==> src/npc_config.svh <==
`ifndef NPC_CONFIG_SVH
`define NPC_CONFIG_SVH

// core-wide configuration constants

// pc loaded on reset
// first fetch comes from the start of main memory
`define NPC_RESET_PC 32'h8000_0000

// integer register count for rv32i
// x0 is one of these and stays hard-wired to zero
`define NPC_REG_COUNT 32

// register index width
// follows from the count above
`define NPC_REG_AW 5

`endif
==> src/npc_ctrl_pkg.sv <==
package npc_ctrl_pkg;

    // alu function select
    // compare ops return 0 or 1 in bit 0
    typedef enum logic [2:0] {
        alu_add  = 3'd0,
        alu_sltu = 3'd1,
        alu_ne   = 3'd2,
        alu_xor  = 3'd3,
        alu_or   = 3'd4
    } alu_op_t;

    // source of the register writeback value
    typedef enum logic [1:0] {
        // alu result, most arithmetic
        wb_alu = 2'd0,
        // load data from the lsu
        wb_mem = 2'd1,
        // link address for jal and jalr
        wb_pc4 = 2'd2,
        // raw immediate for lui
        wb_imm = 2'd3
    } wb_sel_t;

    // next pc source
    typedef enum logic [1:0] {
        // fall through to pc + 4
        npc_seq  = 2'd0,
        // pc + imm, jal and taken branches
        npc_rel  = 2'd1,
        // rs1 + imm with bit 0 cleared
        npc_jalr = 2'd2
    } npc_sel_t;

endpackage

==> src/rv_isa_pkg.sv <==
package rv_isa_pkg;

    // major opcodes in the implemented subset
    typedef enum logic [6:0] {
        op_imm = 7'b0010011,
        op     = 7'b0110011,
        load   = 7'b0000011,
        store  = 7'b0100011,
        branch = 7'b1100011,
        jal    = 7'b1101111,
        jalr   = 7'b1100111,
        lui    = 7'b0110111,
        auipc  = 7'b0010111,
        system = 7'b1110011
    } opcode_t;

    // funct3 values, grouped by opcode
    localparam logic [2:0] f3_add   = 3'b000;
    localparam logic [2:0] f3_xor   = 3'b100;
    localparam logic [2:0] f3_or    = 3'b110;
    localparam logic [2:0] f3_sltiu = 3'b011;
    localparam logic [2:0] f3_lw    = 3'b010;
    localparam logic [2:0] f3_lbu   = 3'b100;
    localparam logic [2:0] f3_sw    = 3'b010;
    localparam logic [2:0] f3_sb    = 3'b000;
    localparam logic [2:0] f3_bne   = 3'b001;

    // the only system instruction handled
    localparam logic [31:0] EBREAK_WORD = 32'h0010_0073;

    // one instruction word, six format views
    // register and opcode fields sit at the same bits in every view
    typedef union packed {
        struct packed {
            logic [6:0] funct7;
            logic [4:0] rs2;
            logic [4:0] rs1;
            logic [2:0] funct3;
            logic [4:0] rd;
            opcode_t    opcode;
        } r;
        struct packed {
            logic [11:0] imm_11_0;
            logic [4:0]  rs1;
            logic [2:0]  funct3;
            logic [4:0]  rd;
            opcode_t     opcode;
        } i;
        struct packed {
            logic [6:0] imm_11_5;
            logic [4:0] rs2;
            logic [4:0] rs1;
            logic [2:0] funct3;
            logic [4:0] imm_4_0;
            opcode_t    opcode;
        } s;
        struct packed {
            logic       imm_12;
            logic [5:0] imm_10_5;
            logic [4:0] rs2;
            logic [4:0] rs1;
            logic [2:0] funct3;
            logic [3:0] imm_4_1;
            logic       imm_11;
            opcode_t    opcode;
        } b;
        struct packed {
            logic [19:0] imm_31_12;
            logic [4:0]  rd;
            opcode_t     opcode;
        } u;
        struct packed {
            logic       imm_20;
            logic [9:0] imm_10_1;
            logic       imm_11;
            logic [7:0] imm_19_12;
            logic [4:0] rd;
            opcode_t    opcode;
        } j;
    } inst_t;

endpackage

==> src/npc.sv <==
`timescale 1ns/10ps

module npc (
    input  logic        clk,
    input  logic        reset,
    output logic [31:0] inst_addr,
    input  logic [31:0] inst_data,
    output logic [31:0] data_addr,
    input  logic [31:0] data_rdata,
    output logic [31:0] data_wdata,
    output logic [3:0]  data_wmask,
    output logic        data_wen,
    output logic        halt,
    output logic [31:0] alu_result
);
    import npc_ctrl_pkg::*;

    logic [31:0] pc;
    logic [4:0]  rs1;
    logic [4:0]  rs2;
    logic [4:0]  rd;
    logic [31:0] imm;
    alu_op_t     alu_op;
    wb_sel_t     wb_sel;
    npc_sel_t    npc_sel;
    logic        src1_is_pc;
    logic        src2_is_imm;
    logic        reg_wen;
    logic        load_en;
    logic        load_byte;
    logic        store_en;
    logic        store_byte;
    logic        is_branch;
    logic        is_ebreak;
    logic        branch_taken;
    logic [31:0] rs1_val;
    logic [31:0] rs2_val;
    logic [31:0] alu_src1;
    logic [31:0] alu_src2;
    logic [31:0] load_data;
    logic [31:0] wb_data;

    // fetch straight from pc
    assign inst_addr = pc;

    // ebreak stops the core and holds pc
    assign halt = is_ebreak;

    // jal is always taken, bne only on the alu flag
    assign branch_taken = !is_branch || alu_result[0];

    pc_unit pc_unit_inst (
        .clk(clk), .reset(reset), .npc_sel(npc_sel), .branch_taken(branch_taken),
        .hold(is_ebreak), .imm(imm), .rs1_val(rs1_val), .pc(pc)
    );

    inst_decode inst_decode_inst (
        .inst(inst_data), .rs1(rs1), .rs2(rs2), .rd(rd), .imm(imm), .alu_op(alu_op),
        .src1_is_pc(src1_is_pc), .src2_is_imm(src2_is_imm), .reg_wen(reg_wen),
        .load_en(load_en), .load_byte(load_byte), .store_en(store_en),
        .store_byte(store_byte), .is_branch(is_branch), .is_ebreak(is_ebreak),
        .wb_sel(wb_sel), .npc_sel(npc_sel)
    );

    register_file register_file_inst (
        .clk(clk), .reset(reset), .wen(reg_wen), .waddr(rd), .raddr1(rs1),
        .raddr2(rs2), .wdata(wb_data), .rdata1(rs1_val), .rdata2(rs2_val)
    );

    // operand muxes, pc for auipc and imm for i and u types
    assign alu_src1 = src1_is_pc  ? pc  : rs1_val;
    assign alu_src2 = src2_is_imm ? imm : rs2_val;

    alu alu_inst (
        .src1(alu_src1), .src2(alu_src2), .alu_op(alu_op), .result(alu_result)
    );

    lsu lsu_inst (
        .rs1_val(rs1_val), .rs2_val(rs2_val), .imm(imm), .load_en(load_en),
        .load_byte(load_byte), .store_en(store_en), .store_byte(store_byte),
        .mem_rdata(data_rdata), .addr(data_addr), .wdata(data_wdata),
        .wmask(data_wmask), .wen(data_wen), .load_data(load_data)
    );

    // writeback select
    always_comb begin
        case (wb_sel)
            wb_mem:  wb_data = load_data;
            wb_pc4:  wb_data = pc + 32'd4;
            wb_imm:  wb_data = imm;
            default: wb_data = alu_result;
        endcase
    end

endmodule

==> src/lsu.sv <==
`timescale 1ns/10ps
`include "npc_config.svh"

module lsu (
    input  logic [31:0] rs1_val,
    input  logic [31:0] rs2_val,
    input  logic [31:0] imm,
    input  logic        load_en,
    input  logic        load_byte,
    input  logic        store_en,
    input  logic        store_byte,
    input  logic [31:0] mem_rdata,
    output logic [31:0] addr,
    output logic [31:0] wdata,
    output logic [3:0]  wmask,
    output logic        wen,
    output logic [31:0] load_data
);

    logic [31:0] eff_addr;
    logic [1:0]  lane;
    logic [7:0]  rd_byte;

    // effective address, rs1 + offset
    assign eff_addr = rs1_val + imm;
    assign lane     = eff_addr[1:0];

    // idle accesses point at the reset pc so memory never sees junk
    assign addr = (load_en || store_en) ? eff_addr : `NPC_RESET_PC;

    // store side
    // sb copies the low byte to every lane, mask picks the one lane
    assign wen   = store_en;
    assign wdata = store_byte ? {4{rs2_val[7:0]}} : rs2_val;
    assign wmask = !store_en  ? 4'b0000 :
                   store_byte ? (4'b0001 << lane) : 4'b1111;

    // load side
    // memory returns the aligned word
    always_comb begin
        case (lane)
            2'd0:    rd_byte = mem_rdata[7:0];
            2'd1:    rd_byte = mem_rdata[15:8];
            2'd2:    rd_byte = mem_rdata[23:16];
            default: rd_byte = mem_rdata[31:24];
        endcase
    end

    // lbu zero-extends
    assign load_data = load_byte ? {24'd0, rd_byte} : mem_rdata;

endmodule

==> src/alu.sv <==
`timescale 1ns/10ps

module alu (
    input  logic [31:0]           src1,
    input  logic [31:0]           src2,
    input  npc_ctrl_pkg::alu_op_t alu_op,
    output logic [31:0]           result
);
    import npc_ctrl_pkg::*;

    logic [31:0] sum;
    logic        lt_u;
    logic        ne;

    // shared adder
    // add, addi, auipc
    assign sum  = src1 + src2;

    // unsigned compare for sltiu
    assign lt_u = (src1 < src2);

    // inequality, drives the bne decision
    assign ne   = (src1 != src2);

    always_comb begin
        case (alu_op)
            alu_add:  result = sum;
            // flags land in bit 0
            alu_sltu: result = {31'd0, lt_u};
            alu_ne:   result = {31'd0, ne};
            alu_xor:  result = src1 ^ src2;
            alu_or:   result = src1 | src2;
            default:  result = 32'd0;
        endcase
    end

endmodule

==> src/register_file.sv <==
`timescale 1ns/10ps
`include "npc_config.svh"

module register_file (
    input  logic        clk,
    input  logic        reset,
    input  logic        wen,
    input  logic [4:0]  waddr,
    input  logic [4:0]  raddr1,
    input  logic [4:0]  raddr2,
    input  logic [31:0] wdata,
    output logic [31:0] rdata1,
    output logic [31:0] rdata2
);

    logic [31:0] regs [`NPC_REG_COUNT];

    // single write port
    // writes to x0 are dropped
    always_ff @(posedge clk) begin
        if (reset) begin
            for (int i = 0; i < `NPC_REG_COUNT; i++) begin
                regs[i] <= '0;
            end
        end else if (wen && (waddr != 5'd0)) begin
            regs[waddr] <= wdata;
        end
    end

    // async read ports
    // x0 reads zero whatever the array holds
    assign rdata1 = (raddr1 == 5'd0) ? 32'd0 : regs[raddr1];
    assign rdata2 = (raddr2 == 5'd0) ? 32'd0 : regs[raddr2];

endmodule

==> src/inst_decode.sv <==
`timescale 1ns/10ps

module inst_decode (
    input  rv_isa_pkg::inst_t      inst,
    output logic [4:0]             rs1,
    output logic [4:0]             rs2,
    output logic [4:0]             rd,
    output logic [31:0]            imm,
    output npc_ctrl_pkg::alu_op_t  alu_op,
    output logic                   src1_is_pc,
    output logic                   src2_is_imm,
    output logic                   reg_wen,
    output logic                   load_en,
    output logic                   load_byte,
    output logic                   store_en,
    output logic                   store_byte,
    output logic                   is_branch,
    output logic                   is_ebreak,
    output npc_ctrl_pkg::wb_sel_t  wb_sel,
    output npc_ctrl_pkg::npc_sel_t npc_sel
);
    import rv_isa_pkg::*;
    import npc_ctrl_pkg::*;

    logic [2:0] funct3;

    // register fields line up across all formats
    assign rs1    = inst.r.rs1;
    assign rs2    = inst.r.rs2;
    assign rd     = inst.r.rd;
    assign funct3 = inst.r.funct3;

    always_comb begin
        // everything idle by default, so unknown words act as a nop
        imm         = '0;
        alu_op      = alu_add;
        src1_is_pc  = 1'b0;
        src2_is_imm = 1'b0;
        reg_wen     = 1'b0;
        load_en     = 1'b0;
        load_byte   = 1'b0;
        store_en    = 1'b0;
        store_byte  = 1'b0;
        is_branch   = 1'b0;
        is_ebreak   = 1'b0;
        wb_sel      = wb_alu;
        npc_sel     = npc_seq;

        case (inst.r.opcode)
            lui: begin
                imm     = {inst.u.imm_31_12, 12'b0};
                reg_wen = 1'b1;
                wb_sel  = wb_imm;
            end
            auipc: begin
                imm         = {inst.u.imm_31_12, 12'b0};
                src1_is_pc  = 1'b1;
                src2_is_imm = 1'b1;
                reg_wen     = 1'b1;
            end
            jal: begin
                imm     = {{11{inst.j.imm_20}}, inst.j.imm_20, inst.j.imm_19_12,
                           inst.j.imm_11, inst.j.imm_10_1, 1'b0};
                reg_wen = 1'b1;
                wb_sel  = wb_pc4;
                npc_sel = npc_rel;
            end
            jalr: begin
                imm     = {{20{inst.i.imm_11_0[11]}}, inst.i.imm_11_0};
                reg_wen = 1'b1;
                wb_sel  = wb_pc4;
                npc_sel = npc_jalr;
            end
            op_imm: begin
                imm         = {{20{inst.i.imm_11_0[11]}}, inst.i.imm_11_0};
                src2_is_imm = 1'b1;
                // addi and sltiu only
                if (funct3 == f3_add) begin
                    reg_wen = 1'b1;
                end else if (funct3 == f3_sltiu) begin
                    alu_op  = alu_sltu;
                    reg_wen = 1'b1;
                end
            end
            op: begin
                // funct7 must be zero, sub and sra fall through as nop
                if (inst.r.funct7 == 7'd0) begin
                    case (funct3)
                        f3_add: reg_wen = 1'b1;
                        f3_xor: begin
                            alu_op  = alu_xor;
                            reg_wen = 1'b1;
                        end
                        f3_or: begin
                            alu_op  = alu_or;
                            reg_wen = 1'b1;
                        end
                        default: reg_wen = 1'b0;
                    endcase
                end
            end
            load: begin
                imm = {{20{inst.i.imm_11_0[11]}}, inst.i.imm_11_0};
                if (funct3 == f3_lw || funct3 == f3_lbu) begin
                    load_en   = 1'b1;
                    load_byte = (funct3 == f3_lbu);
                    reg_wen   = 1'b1;
                    wb_sel    = wb_mem;
                end
            end
            store: begin
                imm = {{20{inst.s.imm_11_5[6]}}, inst.s.imm_11_5, inst.s.imm_4_0};
                if (funct3 == f3_sw || funct3 == f3_sb) begin
                    store_en   = 1'b1;
                    store_byte = (funct3 == f3_sb);
                end
            end
            branch: begin
                imm = {{19{inst.b.imm_12}}, inst.b.imm_12, inst.b.imm_11,
                       inst.b.imm_10_5, inst.b.imm_4_1, 1'b0};
                // bne compares rs1 against rs2 in the alu
                if (funct3 == f3_bne) begin
                    is_branch = 1'b1;
                    alu_op    = alu_ne;
                    npc_sel   = npc_rel;
                end
            end
            system: is_ebreak = (inst == EBREAK_WORD);
            default: is_ebreak = 1'b0;
        endcase
    end

endmodule

==> src/pc_unit.sv <==
`timescale 1ns/10ps
`include "npc_config.svh"

module pc_unit (
    input  logic                  clk,
    input  logic                  reset,
    input  npc_ctrl_pkg::npc_sel_t npc_sel,
    input  logic                  branch_taken,
    input  logic                  hold,
    input  logic [31:0]           imm,
    input  logic [31:0]           rs1_val,
    output logic [31:0]           pc
);
    import npc_ctrl_pkg::*;

    logic [31:0] next_pc;
    logic [31:0] jalr_target;

    // jalr target, lsb forced low
    assign jalr_target = (rs1_val + imm) & ~32'd1;

    always_comb begin
        next_pc = pc + 32'd4;
        case (npc_sel)
            // branch_taken is tied high for jal by the top level
            npc_rel:  if (branch_taken) next_pc = pc + imm;
            npc_jalr: next_pc = jalr_target;
            default:  next_pc = pc + 32'd4;
        endcase
    end

    // pc register
    // hold parks pc on ebreak until the next reset
    always_ff @(posedge clk) begin
        if (reset) begin
            pc <= `NPC_RESET_PC;
        end else if (!hold) begin
            pc <= next_pc;
        end
    end

endmodule

==> config.mk <==
export PLATFORM = sky130hd
export DESIGN_NAME = npc
export DESIGN_NICKNAME = d
export VERILOG_FILES = /design/src/npc_ctrl_pkg.sv /design/src/rv_isa_pkg.sv /design/src/npc.sv /design/src/lsu.sv /design/src/alu.sv /design/src/register_file.sv /design/src/inst_decode.sv /design/src/pc_unit.sv
export VERILOG_INCLUDE_DIRS = /design/src
export SDC_FILE = /design/constraint.sdc
export NUM_CORES = 2
export LEC_CHECK = 0
export BUFFER_PORTS_ARGS = -buffer_cell sky130_fd_sc_hd__buf_2
export CAP_MARGIN = 40
export CORE_MARGIN = 8
export CORE_UTILIZATION = 50
export DETAILED_ROUTE_END_ITERATION = 10
export GPL_TIMING_DRIVEN = 0
export PLACE_DENSITY = 0.63
export SLEW_MARGIN = 0
export SYNTH_ARGS = -nofsm -noshare
export SYNTH_HDL_FRONTEND = slang
export SYNTH_SLANG_ARGS = --single-unit
export TNS_END_PERCENT = 5
==> constraint.sdc <==
create_clock -name clk -period 11.67 [get_ports clk]
set_input_delay 0.5835 -clock clk [delete_from_list [all_inputs] [get_ports clk]]
set_output_delay 0.5835 -clock clk [all_outputs]
set_load 0.01 [all_outputs]
Word-level counts from Yosys, hierarchy flattened
Memory sizes are Yosys's and may differ from the RTL's.
Index checks and enable logic that the tools add are counted.
- register bits: 32
- bits in latches: 0
- memory bits (writable): 1024
- bits in read-only memories: 0
- input bits: 66
- output and inout bits: 134
- logic and storage cells: 109
- memories: 1
- add/sub/neg operators: 4
- multiply operators: 0
- divide/modulo/power cells: 0
- $lt $le $gt $ge: 1
- equal/unequal tests: 28
- shift operators: 1
- mux-type cells: 51
- bitwise operators: 2
- reduce and logical (&&, ||, !) cells: 20
- memory list (name ; depth ; width ; rd ports ; clocked after Yosys merged registers in ; wr ports ; line ; text):
    register_file_inst.regs ; 32 ; 32 ; 2 ; 0 ; 32 ; register_file.sv:16 ; logic [31:0] regs [`NPC_REG_COUNT];
- operator list (kind ; number):
    case mux 32 bit (5 select lines) ; 2
    two-way mux 32 bit ; 9
    adder 32 bit ; 3
    case mux 32 bit (3 select lines) ; 1
    case mux 32 bit (2 select lines) ; 1
    adder 32 x 3 -> 32 bit, second input constant ; 1
    == test 32 x 21 -> 1 bit, second input constant ; 1
    < comparator 32 bit ; 1
    inequality test 32 bit ; 1
    bitwise OR 32 bit ; 1
    OR reduction 32 bit ; 1
    bitwise XOR 32 bit ; 1
    == test 7 bit, second input constant ; 4
    two-way mux 1 bit ; 26
    case mux 8 bit (3 select lines) ; 1
    == test 7 x 6 -> 1 bit, second input constant ; 3
    == test 7 x 5 -> 1 bit, second input constant ; 2
    == test 3 x 2 -> 1 bit, second input constant ; 4
    case mux 2 bit (3 select lines) ; 2
    logical NOT 5 bit ; 2
    == test 3 bit, second input constant ; 3
    case mux 3 bit (3 select lines) ; 1
    == test 2 bit, second input constant ; 4
    two-way mux 4 bit ; 2
    19 further kinds ; 30

Depth between registers and ports, before layout
- depth after elaboration: 11
- depth in mapped cells: 22
- mapped depth without buffers: 19

By module
From an unflattened synthesis, not the netlist that was laid out.
- cells, all modules: 5775
- area, all modules: 69750.6 µm²
- by module, submodules not included (module ; instances ; cells each ; area each (µm²)):
    register_file ; 1 ; 3690 ; 54609.9
    pc_unit ; 1 ; 780 ; 5626.6
    alu ; 1 ; 526 ; 3677.3
    lsu ; 1 ; 431 ; 2811.4
    npc ; 1 ; 223 ; 2189.6
    inst_decode ; 1 ; 125 ; 835.8

Worst setup path after synthesis
No wires, ideal clock.
- path type: input-to-reg
- start point: input port inst_data[15]
- end point: memory register_file_inst.regs[10][28], data pin
- setup time: 0.266 ns
- arrival: 5.891 ns
- data required time: 11.404 ns
- setup slack: 5.513 ns
- cell stages on the path: 21
- path through: clkbuf_1 -> clkbuf_1 -> buf_1 -> mux4_2 -> mux4_2 -> mux2i_1 -> nor3_1 -> a21o_1 -> ha_1 -> fa_1 -> nand2b_1 -> a21oi_1 -> o2111ai_1 -> a21oi_1 -> nand3b_1 -> a41o_1 -> and3_1 -> or4_4 -> o21ai_2 -> buf_4 -> nor2_1
- RTL lines (item ; line ; text):
    start, declared ; npc.sv:7 ; input logic [31:0] inst_data,
    end, declared ; register_file.sv:16 ;

==> impl_metrics.json <==
{
  "status": "finished clean",
  "dieArea_um2": 139000,
  "r2r_setup_slack_ps": 3890,
  "grt_max_degree": 24,
  "vias": 52803,
  "htreeDepth": 3,
  "floorplan.initialDensity": 0.502,
  "period_minus_slack_ps": 9220,
  "r2r_end": "register_file_inst.regs[14][0]",
  "cts_buffers": 112,
  "maxSlewViolCount": 0,
  "clk_latency_ps": 810,
  "synth_edf_count": 1024,
  "clock_sinks": 1056,
  "wire_per_inst_um": 41.4,
  "detail-route-antenna-nets": 0,
  "grt_pass1_vias": 50380,
  "fin_crit_sh": 0.790,
  "min_path_cells": 4,
  "die_h_um": 373,
  "cts_hold_buf": 0,
  "clock_tree.root_cell": "clkbuf_16",
  "vias_per_cell": 7.14,
  "r2r-start": "register_file_inst.regs[7][5]",
  "gr-total-overflow": 0,
  "drtIter0Drc": 8966,
  "r2r_cells": 16,
  "ios": 200,
  "cap_violations": 0,
  "synth_cell_types": 94,
  "post_cts_resized": 0,
  "final_cell_mix": "nor2_1, edfxtp_1, mux4_2",
  "synth_top_flop_cell": "edfxtp_1",
  "slew_headroom": 0.281,
  "powerDensity_nw_per_um2": 149,
  "critPathMaxFanout": 11,
  "p_leak_nw": 27.3,
  "netlist_area_um2": 63800,
  "ys_seq_area_frac": 0.492,
  "required_ps": 12150,
  "cts_tree": "done",
  "clkTransAtPathRegs_ps": 60,
  "hold_class": "in2reg",
  "synth_seq_cells": 1056,
  "endpoint_kind": "flip-flop",
  "hold_viol": 0,
  "async_flop_share": 0,
  "peakVddDrop_v": 0.000141,
  "dp_hpwl_um": 236000,
  "grtUsageTotal": 0.426,
  "layout-drive-gt1-share": 0.239,
  "wl_um": 306000,
  "fmax_mhz": 108,
  "total_power_mw": 10.9,
  "grt_pass1_wl_um": 409000,
  "yosys_warnings": 0,
  "finClkSkew_ps": 67.7,
  "drc": 0,
  "post-cts-setup-buffer-count": 0,
  "die_width_um": 373,
  "final_nets": 5856,
  "rows": 131,
  "whs_endpoint": "register_file_inst.regs[6][0]",
  "rsz0062_at_grt": "false",
  "timing.critical_path.arrival_ps": 9710,
  "grt_antenna_before_repair": 13,
  "path_class": "in2reg",
  "tightest_slew_ps": 1050,
  "start_kind": "input pin",
  "coreArea_um2": 127000,
  "holdCritStartpoint": "data_rdata[0]",
  "whs_ps": 474,
  "layout_commonest_cell": "nor2_1",
  "port_buffers": 185,
  "clockBufferDepth": 3,
  "drt_first_pass_iters": 8,
  "gp_congestion": 1.06,
  "netlist_instances": 5096,
  "layout-area-overhead-vs-synth_pct": 14.6,
  "syn_avg_cell_area_um2": 12.5,
  "final-setup-viol-count": 0
}
-- power by group --
group / leakage (nW) / switching (mW) / internal [mW]
combinational: 14.8 / 2.20 / 0.902
clock: 1.64 / 1.58 / 1.88
sequential: 10.8 / 0.0689 / 4.28
total: 27.3 / 3.85 / 7.06
-- kinds of logic (layout without fill, tap and decap cells) --
| family | Yosys count | in the layout | synth area share |
|---|---|---|---|
| adder cells (fa/ha/maj) | 163 | 163 | 0.0323 |
| AO/OA/AOI/OAI | 757 | 757 | 0.0767 |
| flip-flops | 1056 | 1056 | 0.492 |
| AND/OR/NAND/NOR | 1740 | 1740 | 0.117 |
| other | 1 | 47 | 0.0000588 |
| multiplexers | 692 | 692 | 0.233 |
| buffers and inverters | 601 | 1190 | 0.0373 |
| XOR/XNOR | 86 | 86 | 0.0118 |
-- cell type report --
| cell class | instances | area, µm² |
|---|---|---|
| timing repair buffer | 386 | 3560 |
| antenna | 15 | 37.5 |
| fill | 10500 | 54100 |
| buffer | 480 | 1950 |
| multi-input combinational | 3470 | 30300 |
| tap | 1662 | 2080 |
| inverter | 121 | 454 |
| clock buffer | 146 | 2990 |
| sequential | 1056 | 31400 |
| clock inverter | 57 | 380 |
-- synthesized netlist by cell type (55+ instances only) --
library cell | count | share of area
a211oi_1 | 55 | 0.0065
a21o_1 | 92 | 0.011
a21oi_1 | 209 | 0.016
buf_1 | 56 | 0.0033
buf_2 | 90 | 0.0071
clkbuf_1 | 329 | 0.019
edfxtp_1 | 1024 | 0.48
ha_1 | 160 | 0.031
inv_1 | 118 | 0.0069
mux4_2 | 634 | 0.22
nand2_1 | 219 | 0.013
nand3_1 | 64 | 0.0050
nor2_1 | 1092 | 0.064
nor3_1 | 160 | 0.013
o21ai_0 | 140 | 0.011
-- flip-flops by register name, indices dropped and copies added, names as in the netlist --
register	count
register_file_inst.regs	1024
pc_unit_inst.pc	32
-- worst max path at each step --
stage | from | to | cells after the start
2_1_floorplan | inst_data[15] | register_file_inst.regs[10][28] | 21
3_3_place_gp | inst_data[21] | register_file_inst.regs[4][0] | 18
3_5_place_dp | inst_data[15] | register_file_inst.regs[27][0] | 20
4_1_cts | inst_data[15] | register_file_inst.regs[3][0] | 20
5_1_grt | inst_data[15] | data_addr[29] | 19
6_report | inst_data[21] | register_file_inst.regs[14][0] | 22
-- per-layer routing --
metal,GRT usage,vias up,wire length [µm]
li1,-,20533,-
met1,0.490,26207,96800
met2,0.625,4781,130000
met3,0.158,1278,43500
met4,0.374,4,35300
met5,0,-,25
-- critical path, cell delays in order --
cell and delay, ps:
clkbuf_1 620, buf_6 310, clkbuf_1 450, buf_8 230, buf_1 710, clkbuf_1 480
buf_8 250, mux4_2 320, mux4_2 480, a21oi_1 500, nor2_1 80, nor2_1 230
ha_1 240, nor4b_1 630, nand4_1 370, o31a_1 380, a211oi_2 560, o21ai_0 570
a221oi_2 920, buf_8 260, buf_2 390, nor2_1 80
-- metrics by stage --
step                      area, µm²  instances  setup slack [ps]  utilization  setup TNS [ps]
final                         73100       7393              2450        0.575               0
after detailed placement      69600       7167              2380        0.548               0
after floorplan               63900       5127              5510            -               0
after CTS                     73000       7370              3080        0.574               0
after global routing          73100       7379              2720        0.575               0
after global placement        66900       6974              -278        0.526           -6740
No activity file was read; power rests on OpenSTA's default activity.
